<file path="config.mk">
export PLATFORM = sky130hd
export DESIGN_NAME = cnnActTop
export DESIGN_NICKNAME = d
export VERILOG_FILES = /design/src/cnnCfgPkg.sv /design/src/actBufPkg.sv /design/src/actBuffer.sv /design/src/actBufArb.sv /design/src/actLoader.sv /design/src/actFetchCtrl.sv /design/src/cnnActTop.sv
export SDC_FILE = /design/constraint.sdc
export NUM_CORES = 2
export LEC_CHECK = 0
export BUFFER_PORTS_ARGS = -buffer_cell sky130_fd_sc_hd__buf_2
export CORE_MARGIN = 2
export CORE_UTILIZATION = 50
export CTS_CLUSTER_SIZE = 20
export DETAILED_ROUTE_END_ITERATION = 8
export PLACE_DENSITY = 0.68
export RECOVER_POWER = 100
export SLEW_MARGIN = 10
export SYNTH_ARGS = -nofsm -noshare
export SYNTH_HDL_FRONTEND = slang
export SYNTH_SLANG_ARGS = --single-unit
</file>
<file path="constraint.sdc">
create_clock -name clk -period 3.7 [get_ports clk]
set_input_delay 0.555 -clock clk [delete_from_list [all_inputs] [get_ports clk]]
set_output_delay 0.555 -clock clk [all_outputs]
set_load 0.01 [all_outputs]
</file>
<file path="src/cnnCfgPkg.sv">
`default_nettype none

package cnnCfgPkg;

    // ==================================================
    // Loop configuration widths
    // ==================================================

    // Activations per row minus one
    localparam int LenRowW = 4;

    // Rows per block minus one, and blocks minus one
    localparam int BlkW = 4;

    // Patch repetitions minus one
    localparam int PatW = 3;

    // ==================================================
    // Fetch controller states
    // ==================================================

    // IDLE waits for start
    // RUN issues one read per pending request
    // DRAIN waits for the last word to leave the pipe
    typedef enum logic [1:0] {
        IDLE,
        RUN,
        DRAIN
    } fetchState_e;

    // Widest single loop count, for sizing helpers
    localparam int MaxLoopW = (LenRowW > BlkW) ? LenRowW : BlkW;

    // Outer patch loop stays narrower than the inner ones
    localparam int LoopWSum = LenRowW + 2 * BlkW + PatW;

endpackage

`default_nettype wire

</file>
<file path="src/actBufPkg.sv">
`default_nettype none

package actBufPkg;

    // ==================================================
    // Activation buffer geometry
    // ==================================================

    // Word address width
    localparam int AddrW = 8;

    // Activation word width
    localparam int DataW = 16;

    // Number of words held in the buffer
    localparam int BufDepth = 256;

    // ==================================================
    // Arbiter ownership
    // ==================================================

    // Who drives the buffer port this cycle
    typedef enum logic [1:0] {
        NONE,
        LOAD,
        FETCH
    } arbClient_e;

endpackage

`default_nettype wire

</file>
<file path="src/actBuffer.sv">
`timescale 1ns/1ps
`default_nettype none

module actBuffer #(
    parameter int AddrW = actBufPkg::AddrW,
    parameter int DataW = actBufPkg::DataW
) (
    input  logic             clk,
    input  logic             memEn,
    input  logic             memWe,
    input  logic [AddrW-1:0] memAddr,
    input  logic [DataW-1:0] memWdata,
    output logic [DataW-1:0] memRdata
);

    import actBufPkg::*;

    // ==================================================
    // Storage
    // ==================================================

    // Word array, no reset on contents
    logic [DataW-1:0] mem [BufDepth];

    // Write port
    always_ff @(posedge clk) begin
        if (memEn && memWe) begin
            mem[memAddr] <= memWdata;
        end
    end

    // Registered read, data shows up one cycle after the access
    // Output holds its value on idle cycles
    always_ff @(posedge clk) begin
        if (memEn && !memWe) begin
            memRdata <= mem[memAddr];
        end
    end

    // ==================================================
    // Checks
    // ==================================================

    // Any access must land inside the physical array
    memAddrRange: assert property (@(posedge clk)
        memEn |-> (int'(memAddr) < BufDepth))
        else $error("actBuffer: address %0d out of range", memAddr);

endmodule

`default_nettype wire

</file>
<file path="src/actBufArb.sv">
`timescale 1ns/1ps
`default_nettype none

module actBufArb #(
    parameter int AddrW = actBufPkg::AddrW,
    parameter int DataW = actBufPkg::DataW
) (
    input  logic             clk,
    input  logic             rst_n,
    // Loader side
    input  logic             ldReq,
    input  logic [AddrW-1:0] ldAddr,
    input  logic [DataW-1:0] ldData,
    // Fetch side
    input  logic             feReq,
    input  logic [AddrW-1:0] feAddr,
    output logic             feGnt,
    // Buffer port
    output logic             memEn,
    output logic             memWe,
    output logic [AddrW-1:0] memAddr,
    output logic [DataW-1:0] memWdata
);

    import actBufPkg::*;

    // Current owner of the port
    arbClient_e owner;

    // Consecutive cycles the fetch side asked and lost
    logic [6:0] denyCnt;

    // ==================================================
    // Fixed priority select
    // ==================================================

    // Loader first, so no write is ever dropped
    always_comb begin
        if (ldReq) begin
            owner = LOAD;
        end else if (feReq) begin
            owner = FETCH;
        end else begin
            owner = NONE;
        end
    end

    assign feGnt    = (owner == FETCH);
    assign memEn    = (owner != NONE);
    assign memWe    = (owner == LOAD);
    // Address mux follows the owner
    assign memAddr  = (owner == LOAD) ? ldAddr : feAddr;
    // Only the loader writes
    assign memWdata = ldData;

    // Starvation counter, clears on any cycle without a denied request
    always_ff @(posedge clk or negedge rst_n) begin
        if (!rst_n) begin
            denyCnt <= '0;
        end else if (feReq && !feGnt) begin
            denyCnt <= (denyCnt == '1) ? denyCnt : denyCnt + 1'b1;
        end else begin
            denyCnt <= '0;
        end
    end

    // ==================================================
    // Checks
    // ==================================================

    // Loader traffic must leave the fetch side a slot now and then
    fetchNotStarved: assert property (@(posedge clk) disable iff (!rst_n)
        denyCnt < 7'd64)
        else $error("actBufArb: fetch denied for %0d cycles", denyCnt);

    // A read grant never turns into a write on the buffer
    fetchIsRead: assert property (@(posedge clk) disable iff (!rst_n)
        feGnt |-> (memEn && !memWe))
        else $error("actBufArb: write strobe during fetch grant");

endmodule

`default_nettype wire

</file>
<file path="src/actLoader.sv">
`timescale 1ns/1ps
`default_nettype none

module actLoader #(
    parameter int AddrW = actBufPkg::AddrW,
    parameter int DataW = actBufPkg::DataW
) (
    input  logic             clk,
    input  logic             rst_n,
    // External write strobe
    input  logic             wrEn,
    input  logic [AddrW-1:0] wrAddr,
    input  logic [DataW-1:0] wrData,
    // Request toward the arbiter
    output logic             ldReq,
    output logic [AddrW-1:0] ldAddr,
    output logic [DataW-1:0] ldData
);

    import actBufPkg::*;

    // ==================================================
    // Write stage
    // ==================================================

    // Request follows the strobe by one cycle
    always_ff @(posedge clk or negedge rst_n) begin
        if (!rst_n) begin
            ldReq <= 1'b0;
        end else begin
            ldReq <= wrEn;
        end
    end

    // Address and data are captured only on a strobe
    always_ff @(posedge clk) begin
        if (wrEn) begin
            ldAddr <= wrAddr;
            ldData <= wrData;
        end
    end

    // ==================================================
    // Checks
    // ==================================================

    // Strobe must target a real word
    wrAddrRange: assert property (@(posedge clk) disable iff (!rst_n)
        wrEn |-> (int'(wrAddr) < BufDepth))
        else $error("actLoader: write to address %0d beyond buffer", wrAddr);

endmodule

`default_nettype wire

</file>
<file path="src/actFetchCtrl.sv">
`timescale 1ns/1ps
`default_nettype none

module actFetchCtrl #(
    parameter int AddrW = actBufPkg::AddrW,
    parameter int DataW = actBufPkg::DataW
) (
    input  logic                           clk,
    input  logic                           rst_n,
    input  logic                           start,
    input  logic                           getAct,
    // Loop configuration, each value is count minus one
    input  logic [cnnCfgPkg::LenRowW-1:0] cfgLenRow,
    input  logic [cnnCfgPkg::BlkW-1:0]    cfgDepBlk,
    input  logic [cnnCfgPkg::BlkW-1:0]    cfgNumBlk,
    input  logic [cnnCfgPkg::PatW-1:0]    cfgNumPat,
    // Buffer request
    output logic                           feReq,
    output logic [AddrW-1:0]               feAddr,
    input  logic                           feGnt,
    input  logic [DataW-1:0]               memRdata,
    // Activation stream
    output logic                           actValid,
    output logic [DataW-1:0]               actData,
    output logic                           frtActRow,
    output logic                           lstActRow,
    output logic                           lstActBlk,
    output logic                           done
);

    import cnnCfgPkg::*;

    // Room for long denial stretches from the loader
    localparam int PendW = 8;

    fetchState_e state;

    // Latched configuration
    logic [LenRowW-1:0] lenRow;
    logic [BlkW-1:0]    depBlk;
    logic [BlkW-1:0]    numBlk;
    logic [PatW-1:0]    numPat;

    // Loop counters, innermost first
    logic [LenRowW-1:0] cntAct;
    logic [BlkW-1:0]    cntRow;
    logic [BlkW-1:0]    cntBlk;
    logic [PatW-1:0]    cntPat;

    logic [AddrW-1:0]   runAddr;
    logic [PendW-1:0]   pendCnt;

    // Wrap conditions
    logic lastAct, lastRow, lastBlk, lastPat;
    logic lastInPatch, lastAll;
    logic pendInc;

    // ==================================================
    // Loop control
    // ==================================================

    assign lastAct     = (cntAct == lenRow);
    assign lastRow     = (cntRow == depBlk);
    assign lastBlk     = (cntBlk == numBlk);
    assign lastPat     = (cntPat == numPat);
    assign lastInPatch = lastAct && lastRow && lastBlk;
    assign lastAll     = lastInPatch && lastPat;

    // Requests only count while reading
    assign pendInc = getAct && (state == RUN);

    assign feReq  = (state == RUN) && (pendCnt != '0);
    // Loop order makes the address rule a plain running count per patch
    assign feAddr = runAddr;

    // Config captured once per run
    always_ff @(posedge clk) begin
        if (start && (state == IDLE)) begin
            lenRow <= cfgLenRow;
            depBlk <= cfgDepBlk;
            numBlk <= cfgNumBlk;
            numPat <= cfgNumPat;
        end
    end

    // State, counters and address
    always_ff @(posedge clk or negedge rst_n) begin
        if (!rst_n) begin
            state   <= IDLE;
            cntAct  <= '0;
            cntRow  <= '0;
            cntBlk  <= '0;
            cntPat  <= '0;
            runAddr <= '0;
            pendCnt <= '0;
        end else begin
            case (state)
                IDLE: begin
                    if (start) begin
                        state   <= RUN;
                        cntAct  <= '0;
                        cntRow  <= '0;
                        cntBlk  <= '0;
                        cntPat  <= '0;
                        runAddr <= '0;
                        pendCnt <= '0;
                    end
                end
                RUN: begin
                    // Net pending change this cycle
                    if (pendInc && !feGnt) begin
                        pendCnt <= pendCnt + 1'b1;
                    end else if (!pendInc && feGnt) begin
                        pendCnt <= pendCnt - 1'b1;
                    end
                    if (feGnt) begin
                        // Each counter wraps and carries outward
                        cntAct <= lastAct ? '0 : cntAct + 1'b1;
                        if (lastAct) begin
                            cntRow <= lastRow ? '0 : cntRow + 1'b1;
                        end
                        if (lastAct && lastRow) begin
                            cntBlk <= lastBlk ? '0 : cntBlk + 1'b1;
                        end
                        if (lastInPatch) begin
                            cntPat <= lastPat ? '0 : cntPat + 1'b1;
                        end
                        // New patch restarts at word 0
                        runAddr <= lastInPatch ? '0 : runAddr + 1'b1;
                        if (lastAll) begin
                            state   <= DRAIN;
                            pendCnt <= '0;
                        end
                    end
                end
                DRAIN: begin
                    // Final word is on the output now
                    if (actValid) begin
                        state <= IDLE;
                    end
                end
                default: state <= IDLE;
            endcase
        end
    end

    // ==================================================
    // Flag pipeline and completion
    // ==================================================

    // Flags of the granted address line up with the returned word
    always_ff @(posedge clk or negedge rst_n) begin
        if (!rst_n) begin
            actValid  <= 1'b0;
            frtActRow <= 1'b0;
            lstActRow <= 1'b0;
            lstActBlk <= 1'b0;
            done      <= 1'b0;
        end else begin
            actValid  <= feGnt;
            frtActRow <= feGnt && (cntAct == '0);
            lstActRow <= feGnt && lastAct;
            lstActBlk <= feGnt && lastAct && lastRow;
            done      <= (state == DRAIN) && actValid;
        end
    end

    // Buffer output is already one cycle behind the grant
    assign actData = memRdata;

    // No request and no grant outside an active run
    idleQuiet: assert property (@(posedge clk) disable iff (!rst_n)
        (state == IDLE) |-> (!feReq && !feGnt))
        else $error("actFetchCtrl: buffer request while idle");

    // Pending count must not wrap when requests outrun grants
    pendNoWrap: assert property (@(posedge clk) disable iff (!rst_n)
        (pendInc && !feGnt) |-> (pendCnt != '1))
        else $error("actFetchCtrl: pending request count overflow");

endmodule

`default_nettype wire

</file>
<file path="src/cnnActTop.sv">
`timescale 1ns/1ps
`default_nettype none

module cnnActTop #(
    parameter int AddrW = actBufPkg::AddrW,
    parameter int DataW = actBufPkg::DataW
) (
    input  logic                           clk,
    input  logic                           rst_n,
    // External write strobe
    input  logic                           wrEn,
    input  logic [AddrW-1:0]               wrAddr,
    input  logic [DataW-1:0]               wrData,
    // Fetch control
    input  logic                           start,
    input  logic                           getAct,
    input  logic [cnnCfgPkg::LenRowW-1:0] cfgLenRow,
    input  logic [cnnCfgPkg::BlkW-1:0]    cfgDepBlk,
    input  logic [cnnCfgPkg::BlkW-1:0]    cfgNumBlk,
    input  logic [cnnCfgPkg::PatW-1:0]    cfgNumPat,
    // Activation stream
    output logic                           actValid,
    output logic [DataW-1:0]               actData,
    output logic                           frtActRow,
    output logic                           lstActRow,
    output logic                           lstActBlk,
    output logic                           done
);

    // Loader to arbiter
    logic             ldReq;
    logic [AddrW-1:0] ldAddr;
    logic [DataW-1:0] ldData;
    // Fetch to arbiter
    logic             feReq;
    logic [AddrW-1:0] feAddr;
    logic             feGnt;
    // Arbiter to buffer
    logic             memEn;
    logic             memWe;
    logic [AddrW-1:0] memAddr;
    logic [DataW-1:0] memWdata;
    logic [DataW-1:0] memRdata;

    actLoader #(.AddrW(AddrW), .DataW(DataW)) i_loader (
        .clk(clk), .rst_n(rst_n),
        .wrEn(wrEn), .wrAddr(wrAddr), .wrData(wrData),
        .ldReq(ldReq), .ldAddr(ldAddr), .ldData(ldData)
    );

    actBufArb #(.AddrW(AddrW), .DataW(DataW)) i_arb (
        .clk(clk), .rst_n(rst_n),
        .ldReq(ldReq), .ldAddr(ldAddr), .ldData(ldData),
        .feReq(feReq), .feAddr(feAddr), .feGnt(feGnt),
        .memEn(memEn), .memWe(memWe), .memAddr(memAddr), .memWdata(memWdata)
    );

    actBuffer #(.AddrW(AddrW), .DataW(DataW)) i_buf (
        .clk(clk), .memEn(memEn), .memWe(memWe),
        .memAddr(memAddr), .memWdata(memWdata), .memRdata(memRdata)
    );

    actFetchCtrl #(.AddrW(AddrW), .DataW(DataW)) i_fetch (
        .clk(clk), .rst_n(rst_n), .start(start), .getAct(getAct),
        .cfgLenRow(cfgLenRow), .cfgDepBlk(cfgDepBlk),
        .cfgNumBlk(cfgNumBlk), .cfgNumPat(cfgNumPat),
        .feReq(feReq), .feAddr(feAddr), .feGnt(feGnt), .memRdata(memRdata),
        .actValid(actValid), .actData(actData), .frtActRow(frtActRow),
        .lstActRow(lstActRow), .lstActBlk(lstActBlk), .done(done)
    );

endmodule

`default_nettype wire

</file>
; ---- Word level (Yosys, flattened, before mapping)
; Memories as Yosys holds them, arrays and structs flattened. A register that Yosys moved wholly into a read port is not among the register bits.
; Index checks and enable logic that the tools add are counted.
[word_totals]
reg_bits = 78
output_inout_bits = 21
memories = 1
ram_bits = 4096
[classes]
n_eq_ne = 15
n_mux = 36
n_reduce_logical = 28
n_addsub = 7
[mem_list]
columns = name, words, word_bits, read_ports, rd_ports_with_merged_regs, wr, line
row1 = i_buf.mem, 256, 16, 1, 1, 1, actBuffer.sv:23  ; logic [DataW-1:0] mem [BufDepth];
[op_table]
columns = op, count
row1 = two-way mux 8 bit, 8
row2 = two-way mux 4 bit, 9
row3 = case mux 8 bit (2 select lines), 2
row4 = case mux 4 bit (2 select lines), 3
row5 = "adder 8 x 1 -> 8 bit, second input constant", 2
row6 = AND reduction 4 bit, 4
row7 = logical AND 1 bit, 14
row8 = "adder 4 x 1 -> 4 bit, second input constant", 3
row9 = equality test 4 bit, 3
row10 = two-way mux 2 bit, 6
row11 = two-way mux 3 bit, 4
row12 = "inequality test 2 x 1 -> 1 bit, second input constant", 5
row13 = nonzero test 8 bit, 1
row14 = "subtractor 8 x 1 -> 8 bit, second input constant", 1
row15 = case mux 2 bit (3 select lines), 1
row16 = case mux 3 bit (2 select lines), 1
row17 = "equality test 2 x 1 -> 1 bit, second input constant", 2
row18 = "equality test 2 bit, second input constant", 2
row19 = zero test 4 bit, 1
row20 = "inequality test 2 bit, second input constant", 2
row21 = nonzero test 2 bit, 2
row22 = "adder 3 x 1 -> 3 bit, second input constant", 1
row23 = equality test 3 bit, 1
row24 = zero test 1 bit, 3
row25 = other kinds (4), 5

; ---- Depth between registers and ports, before layout
[logic_depth]
depth_word = 11
depth_mapped = 11

; ---- Modules after synthesis
; Synthesis repeated with hierarchy kept, for this count alone.
[hier_totals]
cells_unflattened = 7028
hier_area_um2 = 159056.3
[modules_own_cells]
columns = module, cells_each, instances, area_each_um2
row1 = actBuffer, 6705, 1, 155236.4
row2 = actFetchCtrl, 270, 1, 2803.9
row3 = actLoader, 25, 1, 745.7
row4 = actBufArb, 28, 1, 270.3

; ---- Least setup slack after synthesis
; No wires, ideal clock.
[synth_timing]
path_kind = reg2reg
start = reg i_loader.ldData[0]
end = mem i_buf.mem[0][0], data pin
synth_period_minus_slack_ns = 4.046
n_path_buf = 0
t_arrival_ns = 3.228
setup_slack_ns = -0.346
setup_time_ns = 0.817
stages_incl_launch_ff = 1
cell_sequence = edfxtp_1
[synth_lines]
columns = element, line
row1 = "start, declared", actLoader.sv:17  ; output logic [DataW-1:0] ldData
row2 = "start signal, assigned", actLoader.sv:39  ; ldData <= wrData;
row3 = "end, declared", actBuffer.sv:23
; Straight into the memory's write port.

; ---- Final worst setup path
[layout_timing]
start = reg i_loader.ldReq
end = reg i_buf.memRdata[3] (read register of i_buf.mem), data pin
[layout_between]
elab_chain_cells = 4
[layout_lines]
columns = element, line
row1 = "start, declared", actLoader.sv:15  ; output logic ldReq,
row2 = "start signal, assigned", actLoader.sv:31  ; ldReq <= wrEn;
row3 = two-way mux 2 bit *, actBufArb.sv:39  ; if (ldReq) begin
row4 = equality test 2 x 1 -> 1 bit, "actBufArb.sv:50, actBufArb.sv:52"
row5 = zero test 1 bit, actBuffer.sv:35  ; if (memEn && !memWe) begin
row6 = logical AND 1 bit, actBuffer.sv:35
row7 = "end, declared", actBuffer.sv:13  ; output logic [DataW-1:0] memRdata
; Every way passes the cells marked *; elsewhere a longest branch is shown, timed or not.
; A chain may end at the register's enable or synchronous reset.

==> flow_metrics.env <==
export IMPL_chipHeight_um=570
export IMPL_grt_pass1_wl_mm=612
export IMPL_tns_ps=-595
export IMPL_syn_area_mm2=0.160
export IMPL_setup_viol_count_final=10
export IMPL_synthDistinctLibCells=52
export IMPL_groute_usage_overall=0.261
export IMPL_seqCellArea_mm2=0.126
export IMPL_rsz0062_at_grt="yes"
export IMPL_drive_gt1_frac=0.228
export IMPL_holdCritPathClass="in -> reg"
export IMPL_core_mm2=0.319
export IMPL_synthTopCellsByArea="edfxtp_1 78%, mux2i_1 8.0%, mux4_2 5.4%"
export IMPL_cts_root_buf="clkbuf_16"
export IMPL_fin_crit_ps=3850
export IMPL_hpwl_mm=254
export IMPL_netlist_top_cell_by_area="edfxtp_1"
export IMPL_finalHoldViolations=0
export IMPL_maxCapViolations=44
export IMPL_fin_nets=9217
export IMPL_synthFlopType="edfxtp_1"
export IMPL_drt_iter0_markers=11963
export IMPL_p_total_w=0.117
export IMPL_ios=65
export IMPL_multiInputGateArea_mm2=0.0339
export IMPL_fin_cells=13709
export IMPL_cp_required_ps=4350
export IMPL_worstSetupEndpointType="register"
export IMPL_fill_cells=22481
export IMPL_detail_route_antenna_nets=0
export IMPL_pre_cts_ws_ps=-715
export IMPL_postSynthAreaPerCell_um2=19.6
export IMPL_worstMarginPinSlew_ps=3410
export IMPL_yosysWarnings=0
export IMPL_grt_pass1_vias=83967
export IMPL_finalCoreUtilization=0.591
export IMPL_h_tree_depth=5
export IMPL_grt_max_degree=189
export IMPL_final_common_cell="edfxtp_1"
export IMPL_synth_top_cell_area_share=0.777
export IMPL_synth_cells=8196
export IMPL_clk_pin_slew_worst_paths_ps=60
export IMPL_path_class="reg -> reg"
export IMPL_leakagePower_nw=63.0
export IMPL_gp_congestion=0.863
export IMPL_port_buffers=64
export IMPL_syn_to_final_growth_pct=17.4
export IMPL_wl_per_cell_um=31.7
export IMPL_wirelength_mm=435
export IMPL_fmax_ghz=0.260
export IMPL_drt_pass1_iterations=6
export IMPL_ys_ff_latch=4190
export IMPL_vdd_drop_max_mv=0.457
export IMPL_finalMaxSlewViolations=3770
export IMPL_dieArea_mm2=0.325
export IMPL_setup_ws_ps=-145
export IMPL_antenna_found_initial=28
export IMPL_cp_arrival_ps=4500
export IMPL_die_w_um=570
export IMPL_dr_total_vias=86242
export IMPL_status="complete, but fails checks"
export IMPL_cts_buffer_depth=4
export IMPL_synth_yosys_seq_area_share=0.783
export IMPL_start_util=0.503
export IMPL_drcViolationCount=0
export IMPL_vias_per_cell=6.29
export IMPL_gr_total_overflow=0
export IMPL_cts_sinks=4190
export IMPL_cp_start_kind="register"
export IMPL_cts_buffers=417
export IMPL_synth_nets=8249
export IMPL_dp_cells=12726
export IMPL_violations="capacitance limit, slew limit, setup timing"
export IMPL_slew_headroom=-1.28
export IMPL_period_share=1.04
export IMPL_cts_tree="done"
export IMPL_cp_max_fo=8
export IMPL_layout_common_cells="4151 x edfxtp_1, 1268 x mux2i_1, 704 x buf_4, 629 x o22ai_1, 433 x clkbuf_16"
export IMPL_clock_latency_ps=990
export IMPL_finalClockSkew_ps=93.3
export IMPL_pwr_density_cell_mw_per_mm2=619
export IMPL_synthArstFlopShare=0.00931
export IMPL_synth_edff_count=4151
export IMPL_rows=207
==> logic make-up (layout without fill, tap and decap cells) <==
| logic type | Yosys count | in the layout | synth area share |
|---|---|---|---|
| compound gates | 1064 | 1065 | 0.0447 |
| xor+xnor | 25 | 25 | 0.00137 |
| fa+ha+maj | 9 | 9 | 0.000702 |
| buf+inv | 506 | 1814 | 0.0150 |
| flops | 4190 | 4190 | 0.783 |
| mux | 1670 | 1671 | 0.134 |
| other cells | 0 | 20 | 0 |
| simple gates | 732 | 735 | 0.0206 |
==> registers in the layout (all words and copies together) (netlist names) <==
register / cells
i_fetch.lstActRow: 1
i_fetch.feAddr: 8
i_fetch.done: 1
i_fetch.frtActRow: 1
i_loader.ldAddr: 8
i_fetch.numPat: 3
i_fetch.cntAct: 4
i_loader.ldData: 16
i_fetch.depBlk: 4
i_fetch.cntPat: 3
i_fetch.lstActBlk: 1
i_fetch.lenRow: 4
i_fetch.cntBlk: 4
i_fetch.state: 2
i_fetch.actValid: 1
i_fetch.numBlk: 4
i_buf.mem: 4096
i_fetch.cntRow: 4
i_buf.memRdata: 16
i_fetch.pendCnt: 8
i_loader.ldReq: 1
==> where the power goes <==
part	internal [W]	total (W)	switching, W
combinational	0.00869	0.0221	0.0134
sequential	0.0532	0.0537	0.000555
clock	0.0227	0.0407	0.0179
total	0.0846	0.117	0.0319
==> critical path, stage by stage (launching register included) <==
cell and delay, ps:
dfrtp_2 430, mux2_8 450, buf_16 190, buf_16 160, buf_12 140, mux4_2 420, a22oi_2 350, a21oi_2 140
nor2_4 170, nand4_1 570, and4_1 460
==> path summary, 6_finish.rpt <==
path | from | end | slack [ps] | cells after the start
worst max-delay path | i_loader.ldReq$_DFF_PN0_ | i_buf.memRdata[3]$_DFFE_PP_ | -150 | 10
worst min-delay path | getAct | i_fetch.pendCnt[3]$_DFFE_PN0P_ | 160 | 5
worst max register to register | i_loader.ldReq$_DFF_PN0_ | i_buf.memRdata[3]$_DFFE_PP_ | -150 | 10
worst min register to register | i_fetch.pendCnt[7]$_DFFE_PN0P_ | i_fetch.pendCnt[7]$_DFFE_PN0P_ | 500 | 1
max in group asynchronous | rst_n | i_fetch.feAddr[3]$_DFFE_PN0P_ | 1250 | 2
min in group asynchronous | rst_n | i_fetch.cntRow[3]$_DFFE_PN0P_ | 880 | 2
==> cell usage after synthesis (3+ instances only) <==
cell	instances
buf_6	19
buf_1	39
and3_1	4
a22o_1	4
dfrtp_1	39
o22ai_1	641
edfxtp_1	4151
mux4_2	384
a22oi_1	146
nor3b_1	4
nand4_1	107
o41ai_1	161
o21ai_0	23
nand3_1	14
ha_1	9
nand2b_1	8
xor2_1	17
o31ai_1	3
a21oi_1	69
and3b_1	4
nor3_1	47
and4_1	18
nor4_1	5
xnor2_1	8
buf_4	40
inv_1	12
clkbuf_1	224
nand2_1	233
buf_2	172
mux2i_1	1283
nand2_2	6
or2_2	3
nor2_1	271
==> area by class of cell <==
class | instances | area share
antenna | 20 | 0.000266
timing repair buffer | 1038 | 0.0543
tap | 4180 | 0.0278
sequential | 4190 | 0.668
inverter | 12 | 0.000239
clock buffer | 506 | 0.0578
multi-input combinational | 3505 | 0.180
clock inverter | 258 | 0.0119
==> per-stage QoR <==
step / cell area (µm²) / hold WS (ps)
floorplan: 160000 / 259
global placement: 172000 / 489
detailed placement: 172000 / 492
CTS: 187000 / 10.2
global route: 188000 / 135
finish: 188000 / 159
==> routing by layer <==
| metal | up-vias | track usage | wire length, µm | part of all wire |
|---|---|---|---|---|
| met1 | 44698 | 0.354 | 162000 | 0.37 |
| met5 | - | 0 | 100 | 0.00023 |
| met2 | 4828 | 0.417 | 209000 | 0.48 |
| met3 | 813 | 0.0499 | 43800 | 0.10 |
| li1 | 35887 | - | - | - |
| met4 | 16 | 0.108 | 20100 | 0.046 |
==> timing repair <==
item	4_1_cts	5_1_grt
buffers inserted	44	72
setup endpoints to repair	16	15
gates resized for setup	158	113
endpoints found under the hold margin	79	0
pin swaps	54	54
hold buffers	41	0
gates cloned	29	13
(Power assumes the default switching activity.)
